===== src/common/mem_isa_pkg.sv =====
// ################################################
// RV64 load/store opcodes, access sizes and widths
// opcode values are internal to this pipeline only
// ################################################

package mem_isa_pkg;

  localparam int xlen   = 64;
  localparam int ridx_w = 5;
  localparam int inst_w = 32;

  // internal opcode, anything not listed below is no memory access
  typedef logic [7:0] opcode_t;

  localparam opcode_t inst_lb  = 8'h10;
  localparam opcode_t inst_lh  = 8'h11;
  localparam opcode_t inst_lw  = 8'h12;
  localparam opcode_t inst_ld  = 8'h13;
  localparam opcode_t inst_lbu = 8'h14;
  localparam opcode_t inst_lhu = 8'h15;
  localparam opcode_t inst_lwu = 8'h16;
  localparam opcode_t inst_sb  = 8'h18;
  localparam opcode_t inst_sh  = 8'h19;
  localparam opcode_t inst_sw  = 8'h1a;
  localparam opcode_t inst_sd  = 8'h1b;

  // byte count minus one
  typedef logic [2:0] size_t;

  localparam size_t size_b = 3'd0;
  localparam size_t size_h = 3'd1;
  localparam size_t size_w = 3'd3;
  localparam size_t size_d = 3'd7;

  // target of one access
  typedef enum logic [1:0] {
    chan_none = 2'd0,
    chan_mem  = 2'd1,
    chan_mmio = 2'd2
  } chan_t;

endpackage


===== src/common/mem_map_pkg.sv =====
// ################################################
// address map, regions decoded on bits 31:24 only
// ################################################

package mem_map_pkg;

  localparam logic [63:0] region_mask = 64'h0000_0000_ff00_0000;

  localparam logic [63:0] mem_base  = 64'h0000_0000_8000_0000;
  localparam logic [63:0] mmio_base = 64'h0000_0000_0200_0000;

  // timer registers, offsets within the mmio region
  localparam int off_w = 16;

  localparam logic [15:0] mtimecmp_off = 16'h4000;
  localparam logic [15:0] mtime_off    = 16'hbff8;

endpackage


===== src/design/mem_dcache_port.sv =====
// ################################################
// one request at a time, i_start ignored while busy
// ################################################

module mem_dcache_port (
  input  logic                          clk,
  input  logic                          rst,
  input  logic                          i_start,
  input  logic [mem_isa_pkg::xlen-1:0]  i_addr,
  input  logic                          i_ren,
  input  logic                          i_wen,
  input  mem_isa_pkg::size_t            i_size,
  input  logic [mem_isa_pkg::xlen-1:0]  i_wdata,
  output logic                          o_done,
  output logic [mem_isa_pkg::xlen-1:0]  o_rdata,
  output logic                          o_dcache_req,
  output logic [mem_isa_pkg::xlen-1:0]  o_dcache_addr,
  output logic                          o_dcache_op,
  output mem_isa_pkg::size_t            o_dcache_size,
  output logic [mem_isa_pkg::xlen-1:0]  o_dcache_wdata,
  input  logic                          i_dcache_ack,
  input  logic [mem_isa_pkg::xlen-1:0]  i_dcache_rdata
);

  typedef enum logic {
    st_idle,
    st_req
  } state_t;

  state_t                        state_q;
  logic                          done_q;
  logic                          ren_q;
  logic                          wen_q;
  logic [mem_isa_pkg::xlen-1:0]  addr_q;
  logic [mem_isa_pkg::xlen-1:0]  wdata_q;
  logic [mem_isa_pkg::xlen-1:0]  rdata_q;
  mem_isa_pkg::size_t            size_q;

  always_ff @(posedge clk) begin
    if (rst) begin
      state_q <= st_idle;
      done_q  <= 1'b0;
    end else begin
      done_q <= 1'b0;
      case (state_q)
        st_idle: begin
          if (i_start) begin
            state_q <= st_req;
          end
        end
        st_req: begin
          if (i_dcache_ack) begin
            state_q <= st_idle;
            done_q  <= 1'b1;
          end
        end
        default: state_q <= st_idle;
      endcase
    end
  end

  // access fields stay stable for the whole request
  always_ff @(posedge clk) begin
    if (state_q == st_idle && i_start) begin
      addr_q  <= i_addr;
      ren_q   <= i_ren;
      wen_q   <= i_wen;
      size_q  <= i_size;
      wdata_q <= i_wdata;
    end
    if (state_q == st_req && i_dcache_ack && ren_q) begin
      rdata_q <= i_dcache_rdata;
    end
  end

  assign o_dcache_req   = (state_q == st_req);
  assign o_dcache_addr  = addr_q;
  // op high for a write
  assign o_dcache_op    = wen_q;
  assign o_dcache_size  = size_q;
  assign o_dcache_wdata = wdata_q;
  assign o_done         = done_q;
  assign o_rdata        = rdata_q;

endmodule


===== src/design/mem_clint.sv =====
// ################################################
// stores write all 64 bits whatever the access size
// irq is a level, cleared only by moving mtimecmp
// ################################################

module mem_clint (
  input  logic                          clk,
  input  logic                          rst,
  input  logic                          i_start,
  input  logic                          i_ren,
  input  logic                          i_wen,
  input  logic [mem_isa_pkg::xlen-1:0]  i_addr,
  input  logic [mem_isa_pkg::xlen-1:0]  i_wdata,
  output logic [mem_isa_pkg::xlen-1:0]  o_rdata,
  output logic                          o_timer_irq
);

  logic [mem_map_pkg::off_w-1:0] offset;
  logic                          hit_mtime;
  logic                          hit_cmp;
  logic                          wr;
  logic [mem_isa_pkg::xlen-1:0]  mtime_q;
  logic [mem_isa_pkg::xlen-1:0]  mtimecmp_q;
  logic [mem_isa_pkg::xlen-1:0]  rdata_q;
  logic                          irq_q;

  assign offset    = i_addr[mem_map_pkg::off_w-1:0];
  assign hit_mtime = (offset == mem_map_pkg::mtime_off);
  assign hit_cmp   = (offset == mem_map_pkg::mtimecmp_off);
  assign wr        = i_start & i_wen;

  always_ff @(posedge clk) begin
    if (rst) begin
      mtime_q    <= '0;
      mtimecmp_q <= '1;
      irq_q      <= 1'b0;
    end else begin
      // a write to mtime replaces this cycle's increment
      if (wr && hit_mtime) begin
        mtime_q <= i_wdata;
      end else begin
        mtime_q <= mtime_q + 1'b1;
      end
      if (wr && hit_cmp) begin
        mtimecmp_q <= i_wdata;
      end
      irq_q <= (mtime_q >= mtimecmp_q);
    end
  end

  // other offsets read as zero
  always_ff @(posedge clk) begin
    if (i_start && i_ren) begin
      if (hit_mtime) begin
        rdata_q <= mtime_q;
      end else if (hit_cmp) begin
        rdata_q <= mtimecmp_q;
      end else begin
        rdata_q <= '0;
      end
    end
  end

  assign o_rdata     = rdata_q;
  assign o_timer_irq = irq_q;

endmodule


===== src/mem_stage/mem_access_decode.sv =====
// ################################################
// combinational, alignment of the address unchecked
// ################################################

module mem_access_decode (
  input  mem_isa_pkg::opcode_t          i_opcode,
  input  logic [mem_isa_pkg::xlen-1:0]  i_op_base,
  input  logic [mem_isa_pkg::xlen-1:0]  i_op_store,
  input  logic [mem_isa_pkg::xlen-1:0]  i_op_offset,
  output logic                          o_ren,
  output logic                          o_wen,
  output mem_isa_pkg::size_t            o_size,
  output logic [mem_isa_pkg::xlen-1:0]  o_addr,
  output logic [mem_isa_pkg::xlen-1:0]  o_wdata,
  output mem_isa_pkg::chan_t            o_chan
);

  logic [mem_isa_pkg::xlen-1:0] region;
  logic                         in_mem;
  logic                         in_mmio;

  assign o_addr  = i_op_base + i_op_offset;
  assign region  = o_addr & mem_map_pkg::region_mask;
  assign in_mem  = (region == mem_map_pkg::mem_base);
  assign in_mmio = (region == mem_map_pkg::mmio_base);

  always_comb begin
    o_ren  = 1'b0;
    o_wen  = 1'b0;
    o_size = mem_isa_pkg::size_b;
    case (i_opcode)
      mem_isa_pkg::inst_lb,
      mem_isa_pkg::inst_lbu: o_ren = 1'b1;
      mem_isa_pkg::inst_lh,
      mem_isa_pkg::inst_lhu: begin
        o_ren  = 1'b1;
        o_size = mem_isa_pkg::size_h;
      end
      mem_isa_pkg::inst_lw,
      mem_isa_pkg::inst_lwu: begin
        o_ren  = 1'b1;
        o_size = mem_isa_pkg::size_w;
      end
      mem_isa_pkg::inst_ld: begin
        o_ren  = 1'b1;
        o_size = mem_isa_pkg::size_d;
      end
      mem_isa_pkg::inst_sb: o_wen = 1'b1;
      mem_isa_pkg::inst_sh: begin
        o_wen  = 1'b1;
        o_size = mem_isa_pkg::size_h;
      end
      mem_isa_pkg::inst_sw: begin
        o_wen  = 1'b1;
        o_size = mem_isa_pkg::size_w;
      end
      mem_isa_pkg::inst_sd: begin
        o_wen  = 1'b1;
        o_size = mem_isa_pkg::size_d;
      end
      default: ;
    endcase
  end

  // only the low bytes of the store operand go out
  always_comb begin
    case (o_size)
      mem_isa_pkg::size_b: o_wdata = {{(mem_isa_pkg::xlen-8){1'b0}}, i_op_store[7:0]};
      mem_isa_pkg::size_h: o_wdata = {{(mem_isa_pkg::xlen-16){1'b0}}, i_op_store[15:0]};
      mem_isa_pkg::size_w: o_wdata = {{(mem_isa_pkg::xlen-32){1'b0}}, i_op_store[31:0]};
      default:             o_wdata = i_op_store;
    endcase
  end

  always_comb begin
    if (!(o_ren | o_wen)) begin
      o_chan = mem_isa_pkg::chan_none;
    end else if (in_mem) begin
      o_chan = mem_isa_pkg::chan_mem;
    end else if (in_mmio) begin
      o_chan = mem_isa_pkg::chan_mmio;
    end else begin
      // unmapped address
      o_chan = mem_isa_pkg::chan_none;
    end
  end

endmodule


===== src/mem_stage/mem_load_align.sv =====
// ################################################
// read data is taken from bit 0, not by address lane
// ################################################

module mem_load_align (
  input  mem_isa_pkg::opcode_t          i_opcode,
  input  mem_isa_pkg::chan_t            i_chan,
  input  logic [mem_isa_pkg::xlen-1:0]  i_rdata_mem,
  input  logic [mem_isa_pkg::xlen-1:0]  i_rdata_mmio,
  input  logic [mem_isa_pkg::xlen-1:0]  i_rd_wdata,
  output logic [mem_isa_pkg::xlen-1:0]  o_rd_wdata
);

  localparam int xl = mem_isa_pkg::xlen;

  logic [xl-1:0] rdata;

  // unmapped loads read as zero
  always_comb begin
    case (i_chan)
      mem_isa_pkg::chan_mem:  rdata = i_rdata_mem;
      mem_isa_pkg::chan_mmio: rdata = i_rdata_mmio;
      default:                rdata = '0;
    endcase
  end

  always_comb begin
    case (i_opcode)
      mem_isa_pkg::inst_lb:  o_rd_wdata = {{(xl-8){rdata[7]}}, rdata[7:0]};
      mem_isa_pkg::inst_lbu: o_rd_wdata = {{(xl-8){1'b0}}, rdata[7:0]};
      mem_isa_pkg::inst_lh:  o_rd_wdata = {{(xl-16){rdata[15]}}, rdata[15:0]};
      mem_isa_pkg::inst_lhu: o_rd_wdata = {{(xl-16){1'b0}}, rdata[15:0]};
      mem_isa_pkg::inst_lw:  o_rd_wdata = {{(xl-32){rdata[31]}}, rdata[31:0]};
      mem_isa_pkg::inst_lwu: o_rd_wdata = {{(xl-32){1'b0}}, rdata[31:0]};
      mem_isa_pkg::inst_ld:  o_rd_wdata = rdata;
      // stores and non-memory ops keep the execute result
      default:               o_rd_wdata = i_rd_wdata;
    endcase
  end

endmodule


===== src/mem_stage/mem_stage.sv =====
// ################################################
// one instruction in flight, no forwarding or traps
// none/mmio finish in one cycle, mem waits on dcache
// ################################################

module mem_stage (
  input  logic                             clk,
  input  logic                             rst,
  // execute side
  input  logic                             i_exec_req,
  output logic                             o_exec_ack,
  input  logic [mem_isa_pkg::xlen-1:0]     i_pc,
  input  logic [mem_isa_pkg::inst_w-1:0]   i_inst,
  input  logic [mem_isa_pkg::ridx_w-1:0]   i_rd,
  input  logic                             i_rd_wen,
  input  logic [mem_isa_pkg::xlen-1:0]     i_rd_wdata,
  input  mem_isa_pkg::opcode_t             i_opcode,
  input  logic [mem_isa_pkg::xlen-1:0]     i_op_base,
  input  logic [mem_isa_pkg::xlen-1:0]     i_op_store,
  input  logic [mem_isa_pkg::xlen-1:0]     i_op_offset,
  input  logic                             i_nocmt,
  input  logic                             i_skipcmt,
  // write-back side
  output logic                             o_done_req,
  input  logic                             i_done_ack,
  output logic [mem_isa_pkg::xlen-1:0]     o_pc,
  output logic [mem_isa_pkg::inst_w-1:0]   o_inst,
  output logic [mem_isa_pkg::ridx_w-1:0]   o_rd,
  output logic                             o_rd_wen,
  output logic [mem_isa_pkg::xlen-1:0]     o_rd_wdata,
  output logic                             o_nocmt,
  output logic                             o_skipcmt,
  // dcache side
  output logic                             o_dcache_req,
  output logic [mem_isa_pkg::xlen-1:0]     o_dcache_addr,
  output logic                             o_dcache_op,
  output mem_isa_pkg::size_t               o_dcache_size,
  output logic [mem_isa_pkg::xlen-1:0]     o_dcache_wdata,
  input  logic                             i_dcache_ack,
  input  logic [mem_isa_pkg::xlen-1:0]     i_dcache_rdata,
  // timer
  output logic                             o_timer_irq
);

  logic                          exec_hs;
  logic                          done_hs;
  logic                          busy_q;
  logic                          mem_done_q;
  mem_isa_pkg::chan_t            chan_q;
  mem_isa_pkg::opcode_t          opcode_q;
  logic [mem_isa_pkg::xlen-1:0]  rd_wdata_q;
  logic                          skipcmt_q;

  logic                          acc_ren;
  logic                          acc_wen;
  mem_isa_pkg::size_t            acc_size;
  logic [mem_isa_pkg::xlen-1:0]  acc_addr;
  logic [mem_isa_pkg::xlen-1:0]  acc_wdata;
  mem_isa_pkg::chan_t            acc_chan;

  logic                          dc_done;
  logic [mem_isa_pkg::xlen-1:0]  rdata_mem;
  logic [mem_isa_pkg::xlen-1:0]  rdata_mmio;

  assign o_exec_ack = ~busy_q;
  assign exec_hs    = i_exec_req & o_exec_ack;
  assign done_hs    = o_done_req & i_done_ack;

  // none and mmio results are ready as soon as they are held
  assign o_done_req = busy_q & ((chan_q != mem_isa_pkg::chan_mem) | dc_done | mem_done_q);

  always_ff @(posedge clk) begin
    if (rst) begin
      busy_q     <= 1'b0;
      chan_q     <= mem_isa_pkg::chan_none;
      mem_done_q <= 1'b0;
    end else begin
      if (exec_hs) begin
        busy_q <= 1'b1;
        chan_q <= acc_chan;
      end else if (done_hs) begin
        busy_q <= 1'b0;
        chan_q <= mem_isa_pkg::chan_none;
      end
      // done pulse lasts one cycle, keep it until write-back takes it
      if (done_hs) begin
        mem_done_q <= 1'b0;
      end else if (dc_done) begin
        mem_done_q <= 1'b1;
      end
    end
  end

  always_ff @(posedge clk) begin
    if (exec_hs) begin
      o_pc       <= i_pc;
      o_inst     <= i_inst;
      o_rd       <= i_rd;
      o_rd_wen   <= i_rd_wen;
      rd_wdata_q <= i_rd_wdata;
      opcode_q   <= i_opcode;
      o_nocmt    <= i_nocmt;
      skipcmt_q  <= i_skipcmt;
    end
  end

  // timer accesses are not visible to the reference model
  assign o_skipcmt = skipcmt_q | (chan_q == mem_isa_pkg::chan_mmio);

  mem_access_decode u_decode (
    .i_opcode    (i_opcode),
    .i_op_base   (i_op_base),
    .i_op_store  (i_op_store),
    .i_op_offset (i_op_offset),
    .o_ren       (acc_ren),
    .o_wen       (acc_wen),
    .o_size      (acc_size),
    .o_addr      (acc_addr),
    .o_wdata     (acc_wdata),
    .o_chan      (acc_chan)
  );

  mem_dcache_port u_dcache_port (
    .clk            (clk),
    .rst            (rst),
    .i_start        (exec_hs & (acc_chan == mem_isa_pkg::chan_mem)),
    .i_addr         (acc_addr),
    .i_ren          (acc_ren),
    .i_wen          (acc_wen),
    .i_size         (acc_size),
    .i_wdata        (acc_wdata),
    .o_done         (dc_done),
    .o_rdata        (rdata_mem),
    .o_dcache_req   (o_dcache_req),
    .o_dcache_addr  (o_dcache_addr),
    .o_dcache_op    (o_dcache_op),
    .o_dcache_size  (o_dcache_size),
    .o_dcache_wdata (o_dcache_wdata),
    .i_dcache_ack   (i_dcache_ack),
    .i_dcache_rdata (i_dcache_rdata)
  );

  mem_clint u_clint (
    .clk         (clk),
    .rst         (rst),
    .i_start     (exec_hs & (acc_chan == mem_isa_pkg::chan_mmio)),
    .i_ren       (acc_ren),
    .i_wen       (acc_wen),
    .i_addr      (acc_addr),
    .i_wdata     (acc_wdata),
    .o_rdata     (rdata_mmio),
    .o_timer_irq (o_timer_irq)
  );

  mem_load_align u_load_align (
    .i_opcode     (opcode_q),
    .i_chan       (chan_q),
    .i_rdata_mem  (rdata_mem),
    .i_rdata_mmio (rdata_mmio),
    .i_rd_wdata   (rd_wdata_q),
    .o_rd_wdata   (o_rd_wdata)
  );

endmodule


===== config.mk =====
export PLATFORM = sky130hd
export DESIGN_NAME = mem_stage
export DESIGN_NICKNAME = d
export VERILOG_FILES = /design/src/common/mem_isa_pkg.sv /design/src/common/mem_map_pkg.sv /design/src/design/mem_dcache_port.sv /design/src/design/mem_clint.sv /design/src/mem_stage/mem_access_decode.sv /design/src/mem_stage/mem_load_align.sv /design/src/mem_stage/mem_stage.sv
export SDC_FILE = /design/constraint.sdc
export NUM_CORES = 1
export LEC_CHECK = 0
export BUFFER_PORTS_ARGS = -buffer_cell sky130_fd_sc_hd__buf_2
export CORE_AREA = 3 3 286 288
export DETAILED_ROUTE_END_ITERATION = 8
export DIE_AREA = 0 0 289 291
export SETUP_SLACK_MARGIN = 0.5
export SKIP_CTS_REPAIR_TIMING = 1
export SYNTH_ARGS = -nofsm -noshare
export SYNTH_HDL_FRONTEND = slang
export SYNTH_SLANG_ARGS = --single-unit

===== constraint.sdc =====
create_clock -name clk -period 19.15 [get_ports clk]
set_clock_uncertainty 0.2 [all_clocks]
set_input_delay 0.9575 -clock clk [delete_from_list [all_inputs] [get_ports clk]]
set_output_delay 0.9575 -clock clk [all_outputs]
set_load 0.01 [all_outputs]

# Word-level counts from Yosys, hierarchy flattened

Cells that the tools add are included.

Register bits after elaboration: 572
Input port bits: 437
Word-level logic and storage cells: 102

Add/sub/neg operators: 2
$lt $le $gt $ge: 1
Equal/unequal tests: 29
Multiplexer cells: 20
Bitwise logic cells: 12
Reduce and logical (&&, ||, !) cells: 15

Operator list:

| cell                                                               | count |
|---|---|
| 64-bit case mux with 7 select lines                                | 1 |
| 64-bit 2-to-1 mux                                                  | 3 |
| 64-bit case mux with 3 select lines                                | 1 |
| 8-bit by 5-bit == test with 1-bit output (second input constant)   | 18 |
| 64-bit case mux with 2 select lines                                | 1 |
| 64-bit by 1-bit adder with 64-bit output (second input constant)   | 1 |
| 64-bit adder                                                       | 1 |
| 64-bit >= comparator                                               | 1 |
| 16-bit by 15-bit == test with 1-bit output (second input constant) | 1 |
| 16-bit == test (second input constant)                             | 1 |
| 2-bit 2-to-1 mux                                                   | 5 |
| 3-bit case mux with 3 select lines                                 | 1 |
| 8-bit by 2-bit == test with 1-bit output (second input constant)   | 1 |
| 8-bit == test (second input constant)                              | 1 |
| 1-bit 2-to-1 mux                                                   | 7 |
| 7-bit OR reduction                                                 | 1 |
| 1-bit AND                                                          | 6 |
| 1-bit logical AND                                                  | 6 |
| 2-bit OR reduction                                                 | 3 |
| 3-bit OR reduction                                                 | 2 |
| 2-bit by 1-bit == test with 1-bit output (second input constant)   | 2 |
| 2-bit == test (second input constant)                              | 2 |
| 1-bit bitwise OR                                                   | 4 |
| 4-bit OR reduction                                                 | 1 |
| other kinds (7)                                                    | 8 |

# Logic depth before layout (Yosys ltp)

Gate-level depths: netlist of the first run.

Depth after elaboration: 10
Depth in mapped cells: 14

# By module

A second synthesis of the first run with hierarchy kept.

Cell total of the unflattened synthesis: 2312
Area, all modules: 27423.8 µm²

By module, submodules not included:

| module            | instances | cells each | area each (µm²) |
|---|---|---|---|
| mem_clint         | 1         | 1021       | 10028.4 |
| mem_dcache_port   | 1         | 205        | 5995.8 |
| mem_stage         | 1         | 201        | 5501.5 |
| mem_access_decode | 1         | 647        | 4314.1 |
| mem_load_align    | 1         | 238        | 1584.0 |

# Worst setup path before layout of the first run

Ideal clock, no wire load.

Path kind: input -> register
Start: input port i_exec_req
End: register u_dcache_port.addr_q, in the netlist u_dcache_port.o_dcache_addr[0] (enable)
Library setup time: 0.485 ns
Data arrival time: 13.477 ns
Data required time: 18.465 ns
Setup slack: 4.988 ns
Stages: 6
Buffers on the path: 0
Path through: nor2b_1 o21ai_0 a2111o_1 nor4_1 nand3b_1 inv_1

Word-level cells in the longest chain between the ends: 3

RTL lines:

| item                 | line                  | text |
|---|---|---|
| start, declared      | mem_stage.sv:10       | `input logic i_exec_req,` |
| 1-bit AND            | mem_stage.sv:66       | `assign exec_hs = i_exec_req & o_exec_ack;` |
| 1-bit AND            | mem_stage.sv:126      | `.i_start (exec_hs & (acc_chan == mem_isa_pkg::chan_mem)),` |
| 1-bit logical AND    | mem_dcache_port.sv:64 | `if (state_q == st_idle && i_start) begin` |
| end signal, assigned | mem_dcache_port.sv:65 | `addr_q <= i_addr;` |
| end, declared        | mem_dcache_port.sv:34 | `logic [mem_isa_pkg::xlen-1:0] addr_q;` |

Every way passes these cells.
A chain may end at the register's enable or synchronous reset.

# Final worst setup path of the first run

Start: input port i_op_base[0] (netlist name)
End: register u_dcache_port.wdata_q, in the netlist u_dcache_port.o_dcache_wdata[43] (enable)

Word-level cells in the longest chain between the ends: 8
Elaborated cells on any way between the ends: 9
Classes of those cells: 1 x add/sub; 3 x eq/ne; 3 x mux; 1 x bitwise; 1 x reduce/logical

RTL lines:

| item                                       | line                    | text |
|---|---|---|
| start, declared                            | mem_stage.sv:18         | `input logic [mem_isa_pkg::xlen-1:0] i_op_base,` |
| 64-bit adder *                             | mem_access_decode.sv:22 | `assign o_addr = i_op_base + i_op_offset;` |
| via acc_addr, one bit                      | mem_stage.sv:57         | `logic [mem_isa_pkg::xlen-1:0] acc_addr;` |
| 8-bit by 2-bit == test with 1-bit output   | mem_access_decode.sv:25 | `assign in_mmio = (region == mem_map_pkg::mmio_base);` |
| 2-bit 2-to-1 mux                           | mem_access_decode.sv:80 | `end else if (in_mmio) begin` |
| 2-bit 2-to-1 mux *                         | mem_access_decode.sv:78 | `end else if (in_mem) begin` |
| 2-bit 2-to-1 mux *                         | mem_access_decode.sv:76 | `if (!(o_ren \| o_wen)) begin` |
| 2-bit by 1-bit == test with 1-bit output * | mem_stage.sv:126        |  |
| 1-bit AND *                                | mem_stage.sv:126        |  |
| 1-bit logical AND *                        | mem_dcache_port.sv:64   |  |
| end signal, assigned                       | mem_dcache_port.sv:69   | `wdata_q <= i_wdata;` |
| end, declared                              | mem_dcache_port.sv:35   | `logic [mem_isa_pkg::xlen-1:0] wdata_q;` |

Mark *: on every way through the listed nets, which the timed path passes. The rest lies on a longest branch.

==> results of run 1 <==
[worst reg2reg max path, stage by stage (launching register included)]
cell and delay (ns):
dfxtp_1 0.35, nor2b_4 0.14, o21ai_0 0.15, a2111o_1 0.39, nor4_1 0.53, nand3b_1 0.32
inv_6 0.66, buf_4 0.74
[routing by layer]
metal | track usage | wire length [µm] | up-vias
li1 | - | - | 10302
met1 | 0.252 | 36000 | 10325
met4 | 0.0659 | 2740 | 14
met3 | 0.0495 | 7280 | 153
met5 | 0 | 80 | -
met2 | 0.378 | 47000 | 849
[state kept, by name, indices dropped and copies added (netlist names), 2 cells and up]
name / cells
u_dcache_port.o_rdata: 64
u_dcache_port.o_dcache_wdata: 64
o_pc: 64
u_clint.mtimecmp_q: 64
u_clint.o_rdata: 64
chan_q: 2
u_dcache_port.o_dcache_size: 3
o_rd: 5
opcode_q: 8
o_inst: 32
rd_wdata_q: 64
u_clint.mtime_q: 64
u_dcache_port.o_dcache_addr: 64
[stage by stage]
step | hold WS (ns) | area [µm²]
final | 0.270 | 35100
after global placement | 0.270 | 33000
after floorplan | 0.253 | 28200
after CTS | 0.272 | 35100
after detailed placement | 0.279 | 33000
after global routing | 0.279 | 35100
[power breakdown]
| group | total, mW | leakage (nW) | switching, mW | internal, mW |
|---|---|---|---|---|
| Combinational | 0.290 | 9.28 | 0.169 | 0.121 |
| Sequential | 1.37 | 5.15 | 0.00811 | 1.37 |
| Clock | 1.25 | 1.03 | 0.534 | 0.715 |
| Total | 2.91 | 15.5 | 0.711 | 2.20 |
[logic make-up (layout without fill, tap and decap cells)]
family                     after synthesis  after routing  share of synthesized area
AOI/OAI and AO/OA                      536            536                      0.133
xor gates and xnor gates               111            111                     0.0347
adders and majority gates              131            131                     0.0583
DFF                                    572            572                      0.560
muxes                                  131            131                     0.0569
buffers and inverters                  210            976                     0.0320
and+or+nand+nor                        707            707                      0.125
other                                    0              8                          0
[worst max path at each step]
stage	slack (ns)	start	end
final	13.46	i_op_base[0]	u_dcache_port.o_dcache_wdata[43]$_DFFE_PP_
after global routing	13.02	i_op_base[20]	u_dcache_port.o_dcache_wdata[43]$_DFFE_PP_
after CTS	13.51	i_op_base[0]	u_dcache_port.o_dcache_wdata[52]$_DFFE_PP_
after detailed placement	12.86	i_op_base[20]	u_dcache_port.o_dcache_wdata[41]$_DFFE_PP_
after global placement	12.98	i_op_base[9]	u_dcache_port.o_dcache_wdata[41]$_DFFE_PP_
after floorplan	4.99	i_exec_req	u_dcache_port.o_dcache_addr[0]$_DFFE_PP_
[area by class of cell]
cell class	instances	area share
inverters	94	0.0102
multi-input cells	1616	0.330
clock buffers	86	0.0512
clock inverters	34	0.00969
diodes	8	0.000570
flip-flops and latches	572	0.450
repair buffers	762	0.110
well taps	1050	0.0374
[cells in the final DEF (no fill, tap or decap), types with 6 or more instances in the layout]
cell type,netlist,routed
nor2_1,276,275
mux2_4,58,58
and2_1,68,67
o21ai_0,82,82
a31oi_1,13,13
xnor2_1,45,45
buf_4,6,22
a21oi_1,101,100
buf_2,2,739
ha_1,130,128
clkinv_1,0,9
xor2_1,65,65
a22oi_1,66,66
nand4_1,39,39
mux2i_1,69,69
and4_1,8,8
nand2_1,86,86
nor3_1,19,19
o31ai_1,11,11
clkinv_2,0,9
and3_1,23,21
o211ai_1,6,6
inv_1,94,93
o21bai_1,10,10
a21o_1,54,54
clkbuf_16,0,68
o21a_1,45,45
a22o_1,64,64
clkbuf_1,95,15
o22a_1,24,24
nand3_1,48,47
or3_1,9,9
nand2b_1,21,21
diode_2,0,8
edfxtp_1,437,437
nor2b_1,81,80
dfxtp_1,135,135
a211oi_1,12,12
==> impl_metrics.toml, run 1 <==
[die]
die_x_um = 289
fp.coreArea_um2 = 79100
rows = 103
die_h_um = 291
ios = 741
design.die.area_um2 = 84100
initial_core_util = 0.357

[sta]
hold_viol_final = 0
fmax_mhz = 176
tns_ns = 0
setup_viol = 0
drv_slew = 0
tightest_slew_ns = 1.14
setup_slack_ns = 13.46
period_share = 0.297
rsz0062_at_grt = "false"
slew-limit-headroom = 0.232
fin_crit_ns = 5.69

[cells_and_area]
postLayoutCoreUtil = 0.444
seq_area_um2 = 15800
multi_input_area_um2 = 11600
syn2layout_area_growth_pct = 24.4
fin_nets = 3681
fill_cells = 7503
drive_gt1_frac = 0.301
layout.cells.non_filler = 4222

[cts]
clk_latency_ns = 0.61
h-tree-depth = 3
cts_tree = "done"
cts_sinks = 572
cts.reportedPaths.clkPinSlew_ns = 0.06
root_buffer = "clkbuf_16"
cts_buffer_depth = 3
cts_made_buffers = 67

[logic_synthesis]
postSynthCellCount = 2398
yosys.area.top_type = "edfxtp_1"
synth.most_common_cell = "edfxtp_1"
ys_top_cells_by_count = "edfxtp_1 (437), nor2_1 (276), dfxtp_1 (135)"
ys_seq_elements = 572
syn-num-nets = 2966
netlist_area_um2 = 28200
synthFlopType = "edfxtp_1"
ys_warn_count = 0
synth_edf_count = 437
avgSynthCellArea_um2 = 11.8
ys_seq_area_frac = 0.560
netlist_top_cells_area = "edfxtp_1 (46%), dfxtp_1 (9.6%), ha_1 (5.8%)"
yosysTopAreaCellShare = 0.465
async_flop_share = 0
yosys.cell_types.count = 84

[setup_path]
crit_buf_inv = 3
criticalPathCategory = "in -> reg"
crit_family = "buffers and inverters"
critPathMaxFanout = 81
endpoint_kind = "flip-flop"
max_stage_delay_ns = 0.71
crit_arrival_ns = 5.71
path_cells = "buf_2 > ha_1 > fa_1 > a21o_1 > nand4_1 > a21oi_4 > a211oi_1 > o41ai_1 > xnor2_1 > a2111o_1 > nor4_1 > nand3b_1 > inv_6 > buf_4"
start_kind = "input pin"
cp.depth = 14
r2r-end = "u_dcache_port.o_dcache_wdata[43]$_DFFE_PP_"
ff2ff_path_depth = 7
cp.required_ns = 19.17
r2r_start = "busy_q$_SDFFE_PP0P_"
rrSetupSlack_ns = 15.19
slowest_stage = "buf_4"

[placement]
port_buffers = 740
dp_hpwl_mm = 69.5
dp.cells = 4094
gp_congestion = 0.885
dp_slack_ns = 12.86

[global_route]
grt_pass1_wl_mm = 134
grt_start_max_net_pins = 123
overflow = 0
grt_pass1_vias = 21357
antenna_found_initial = 20
grtUsageTotal = 0.212

[status]
status = "finished clean"

[worst_hold_path]
hp-start = "u_dcache_port.o_dcache_req$_SDFF_PP0_"
hold_class = "reg -> reg"
hold_depth = 2
min_to = "u_dcache_port.o_done$_SDFF_PP0_"

[power_and_ir_drop]
power_density_nw_per_um2 = 82.9
power_leakage_nw = 15.5
total_power_mw = 2.91
vdd_drop_max_mv = 0.0659

[route]
post_drt_via_cell_ratio = 5.13
wl_mm = 93.1
vias = 21643
drt_iter0_drc = 1207
drt_pass1_iterations = 5
detail_route.wl_per_cell_um = 22.0
ant_nets = 0
drc = 0

[run]
drv_cap = 0
(Power assumes the default switching activity.)
==> inputs of run 2 (changes only) <==
==> constraint.sdc (replaced) <==
create_clock -name clk -period 5.3 [get_ports clk]
set_clock_uncertainty 0.2 [all_clocks]
set_input_delay 0.265 -clock clk [delete_from_list [all_inputs] [get_ports clk]]
set_output_delay 0.265 -clock clk [all_outputs]
set_load 0.01 [all_outputs]
==> run 2 against run 1 <==
Net effect: the run now ends with hold timing left; worst hold slack worse by 0.30 ns; core utilization is 4.4 points higher; clock power grew to 3.8 times the previous value; critical endpoint is now u_dcache_port.o_dcache_addr[63]$_DFFE_PP_; largest power group unchanged; highest routed layer unchanged.
==> impl_metrics.toml, run 2 (synthesized netlist as in run 1, its figures left out) <==
[setup_path]
ff2ff_path_depth = 9
slowest_stage = "a32oi_1"
cp.required_ns = 5.46
max_stage_delay_ns = 0.64
criticalPathCategory = "in -> reg"
critPathMaxFanout = 5
r2r_start = "u_clint.mtime_q[2]$_SDFF_PP0_"
path_cells = "dlygate4sd3_1 > buf_2 > ha_1 > a211o_1 > a211oi_2 > o31a_1 > o21ai_1 > a32oi_1 > a21boi_0 > a211oi_1 > o21ai_0 > a21oi_1 > xnor2_1 > dlygate4sd3_1"
endpoint_kind = "flip-flop"
start_kind = "input pin"
startpoint = "i_op_offset[1]"
cpMostUsedCell = "dlygate4sd3_1"
crit_arrival_ns = 4.64

[cts]
root_buffer = "clkbuf_16"
cts_made_buffers = 69
cts.reportedPaths.clkPinSlew_ns = 0.05
h-tree-depth = 3
cts_buffer_depth = 3
clk_latency_ns = 0.62
cts_sinks = 572
cts_tree = "done"

[sta]
fin_crit_ns = 4.48
setup_viol = 0
slew-limit-headroom = 0.255
hold_viol_final = 2
period_share = 0.845
tightest_slew_ns = 1.11
drv_slew = 0
fmax_mhz = 223
tns_ns = 0
hold_ws_ns = -0.0290
rsz0062_at_grt = "false"
setup_slack_ns = 0.821

[cells_and_area]
fin_nets = 4010
mostFrequentLayoutCell = "buf_2"
postLayoutCoreUtil = 0.488
multi_input_area_um2 = 11600
layout_common_cells = "buf_2 (739), edfxtp_1 (437), dlygate4sd3_1 (317), nor2_1 (275), dfxtp_1 (134)"
syn2layout_area_growth_pct = 36.6
drive_gt1_frac = 0.276
layout.cells.non_filler = 4549
seq_area_um2 = 15800
fill_cells = 7055

[die]
die_h_um = 291
rows = 103
design.die.area_um2 = 84100
ios = 741
initial_core_util = 0.357
fp.coreArea_um2 = 79100
die_x_um = 289

[route]
wl_mm = 96.6
post_drt_via_cell_ratio = 5.03
drt_pass1_iterations = 5
wirelength_met1_mm = 38.0
wl_met3_mm = 6.09
ant_nets = 0
wl_met2_mm = 48.8
vias = 22879
detail_route.wl_per_cell_um = 21.2
top_layer = "met5"
drc = 0
drt_iter0_drc = 1143

[power_and_ir_drop]
switching_share = 0.242
power_density_nw_per_um2 = 285
p_clk_frac = 0.434
p_int_mw = 8.34
pwr-share-comb = 0.114
power_leakage_nw = 16.9
total_power_mw = 11.0
power_frac_seq = 0.452
switchingPower_mw = 2.66
vdd_drop_max_mv = 0.212

[global_route]
grt_pass1_wl_mm = 134
overflow = 0
antenna_found_initial = 8
grt_start_max_net_pins = 118
grtUsageTotal = 0.212
grt_pass1_vias = 21557

[worst_hold_path]
hold_depth = 3
hold_class = "in -> reg"
hp-start = "i_op_offset[53]"

[placement]
dp_hpwl_mm = 70.6
dp.cells = 4104
port_buffers = 740
gp_congestion = 0.884
dp_slack_ns = 0.750

[status]
violations = "hold timing"
status = "complete, but fails checks"

[run]
drv_cap = 0
-- run 2: per-stage QoR --
step	hold slack [ns]	cell area [µm²]
finish	-0.0290	38600
global route	-0.00481	38600
CTS	-0.434	35400
detailed placement	0.243	33200
global placement	0.242	33200
floorplan	0.153	28300
-- run 2: power groups by stage --
stage	Clock (mW)	Sequential [mW]	Combinational, mW
global route	5.08	4.97	1.37
global placement	0	5.06	1.04
CTS	4.90	4.97	1.05
finish	4.77	4.97	1.25
detailed placement	0	5.06	1.04
floorplan	0	5.08	0.584
-- run 2: worst max-delay path: cells and delay by family --
family / cells / cell delay, ns
buffers and inverters: 3 / 1.23
adder cells (fa/ha/maj): 1 / 0.28
AO/OA/AOI/OAI: 9 / 2.75
XOR/XNOR: 1 / 0.09
-- run 2: final cells by class --
class,count,share of cell area
clock inverters,32,0.00986
multi-input cells,1616,0.301
repair buffers,1089,0.187
clock buffers,91,0.0485
flip-flops and latches,572,0.410
well taps,1050,0.0340
diodes,5,0.000324
inverters,94,0.00924
-- run 2: path summary, 6_finish.rpt --
| kind | endpoint | slack, ns |
|---|---|---|
| worst max-delay path | u_dcache_port.o_dcache_addr[63]$_DFFE_PP_ | 0.82 |
| worst min-delay path | u_dcache_port.o_dcache_addr[53]$_DFFE_PP_ | -0.03 |
| worst max register to register | u_clint.mtime_q[51]$_SDFF_PP0_ | 1.54 |
| worst min register to register | u_dcache_port.o_done$_SDFF_PP0_ | 0.29 |
-- run 2: layer usage --
metal | global-route usage | vias to the layer above
met5 | 0 | -
met4 | 0.0738 | 2
met3 | 0.0440 | 172
met2 | 0.378 | 850
met1 | 0.252 | 10882
li1 | - | 10973
==> inputs of run 3 (changes only) <==
==> constraint.sdc (replaced) <==
create_clock -name clk -period 4.62 [get_ports clk]
set_clock_uncertainty 0.2 [all_clocks]
set_input_delay 0.231 -clock clk [delete_from_list [all_inputs] [get_ports clk]]
set_output_delay 0.231 -clock clk [all_outputs]
set_load 0.01 [all_outputs]
==> run 3 against run 2 <==
Net effect: the flow now finishes without violations; clock power grew 7.3%; worst hold slack gained 0.034 ns; worst setup slack lost 0.24 ns; non-clock buffer count grew 20; largest cell class unchanged; sequential cell count is the same; die area is the same; first-iteration DRC count grew 20%; sequential share of layout area shrank 0.060 points; critical path depth shrank 2; register-to-register slack lost 0.63 ns; critical path type unchanged; via count is essentially flat.
==> impl_metrics.toml, run 3 (synthesized netlist as in run 1, its figures left out) <==
[status]
status = "finished clean"

[sta]
setup_viol = 0
fin_crit_ns = 4.04
tns_ns = 0
period_share = 0.874
hold_ws_ns = 0.00450
rsz0062_at_grt = "false"
fmax_mhz = 248
slew-limit-headroom = 0.363
hold_viol_final = 0
tightest_slew_ns = 0.955
drv_slew = 0

[cells_and_area]
syn2layout_area_growth_pct = 36.8
postLayoutCoreUtil = 0.488
fin_nets = 4027
layout_common_cells = "buf_2 (739), edfxtp_1 (437), dlygate4sd3_1 (327), nor2_1 (275), dfxtp_1 (134)"
finalInstanceArea_um2 = 38700
mostFrequentLayoutCell = "buf_2"
drive_gt1_frac = 0.277

[power_and_ir_drop]
total_power_mw = 12.3
vdd_drop_max_mv = 0.283
power_leakage_nw = 17.0
power_density_nw_per_um2 = 318

[route]
drt_pass1_iterations = 5
vias = 22871
drt_iter0_drc = 1371
detail_route.wl_per_cell_um = 21.2
ant_nets = 0
post_drt_via_cell_ratio = 5.01
wl_mm = 97.0
drc = 0

[global_route]
grt_pass1_vias = 21089
antenna_found_initial = 13
grtUsageTotal = 0.211
overflow = 0
grt_pass1_wl_mm = 133
grt_start_max_net_pins = 136

[die]
rows = 103
fp.coreArea_um2 = 79100
design.die.area_um2 = 84100
ios = 741
die_h_um = 291
initial_core_util = 0.357
die_x_um = 289

[setup_path]
endpoint_kind = "flip-flop"
critPathMaxFanout = 43
cp.required_ns = 4.68
path_cells = "dlygate4sd3_1 > buf_2 > or4b_2 > a311oi_1 > buf_4 > o21ai_0 > a2111o_1 > nor4_4 > nand3b_1 > clkinvlp_4 > buf_12 > buf_12"
crit_arrival_ns = 4.10
max_stage_delay_ns = 0.74
crit_buf_inv = 6
crit_family = "buffers and inverters"
start_kind = "input pin"
cpMostUsedCell = "buf_12"
rrSetupSlack_ns = 0.91
slowest_stage = "or4b_2"
criticalPathCategory = "in -> reg"

[cts]
cts_sinks = 572
cts_tree = "done"
clk_latency_ns = 0.60
cts_buffer_depth = 3
cts_made_buffers = 66
cts.reportedPaths.clkPinSlew_ns = 0.06
h-tree-depth = 3
root_buffer = "clkbuf_16"

[placement]
gp_congestion = 0.853
place_area_um2 = 33300
port_buffers = 740
dp_hpwl_mm = 69.7

[worst_hold_path]
hold_class = "in -> reg"

[run]
drv_cap = 0
-- run 3: cell types whose count changed in the layout (fill, tap and decap cells not counted), moves of 2 or more --
cell / before / now
dlygate4sd3_1: 317 / 327
inv_16: 3 / 0
bufinv_16: 6 / 4
inv_6: 1 / 3
clkinv_2: 9 / 12
inv_4: 2 / 0
clkbuf_16: 70 / 67
buf_4: 24 / 31
clkinv_4: 0 / 3
clkbuf_8: 5 / 3
buf_12: 8 / 10
-- run 3: metal layers --
metal  up-vias  track usage  wire length (µm)
li1      10979            -                 -
met1     10965        0.252             38900
met2       779        0.376             49700
met3       136       0.0501              5800
met4        12       0.0607              2480
met5         -            0                75
-- run 3: final cells by class --
type                       count  area [µm²]
antenna                        6        15.0
clock buffer                  86        1770
clock inverter                34         323
fill                        7181       40500
inverter                      94         357
multi-input combinational   1616       11600
sequential                   572       15800
tap                         1050        1310
timing repair buffer        1109        7430
-- run 3: through the flow --
step                setup WS, ns  instances
floorplan                  -1.62       2398
global placement           0.469       4113
detailed placement         0.406       4113
CTS                        0.424       4233
global route               0.506       4565
finish                     0.580       4567
-- run 3: worst register-to-register path, cell delays in order (launching register included) --
cell,delay [ns]
dfxtp_1,0.48
nand4_1,0.26
nor3_1,0.41
nand3_1,0.37
nor3_1,0.46
nor3b_2,0.72
nand3_1,0.18
xor2_1,0.17
nor2_1,0.06
mux2_4,0.28
-- run 3: final timing paths --
path,from,to,cells past startpoint
hold / removal,i_op_offset[56],u_dcache_port.o_dcache_addr[56]$_DFFE_PP_,3
hold reg to reg,u_dcache_port.o_dcache_req$_SDFF_PP0_,u_dcache_port.o_done$_SDFF_PP0_,2
setup / recovery,i_opcode[4],u_dcache_port.o_dcache_wdata[53]$_DFFE_PP_,12
setup reg to reg,u_clint.mtime_q[9]$_SDFF_PP0_,u_clint.mtime_q[57]$_SDFF_PP0_,9
-- run 3: power by group --
part | leakage, nW | switching (mW) | total, mW | internal, mW
registers | 5.15 | 0.0359 | 5.70 | 5.66
logic | 10.8 | 0.770 | 1.46 | 0.693
clock network | 1.02 | 2.17 | 5.12 | 2.95
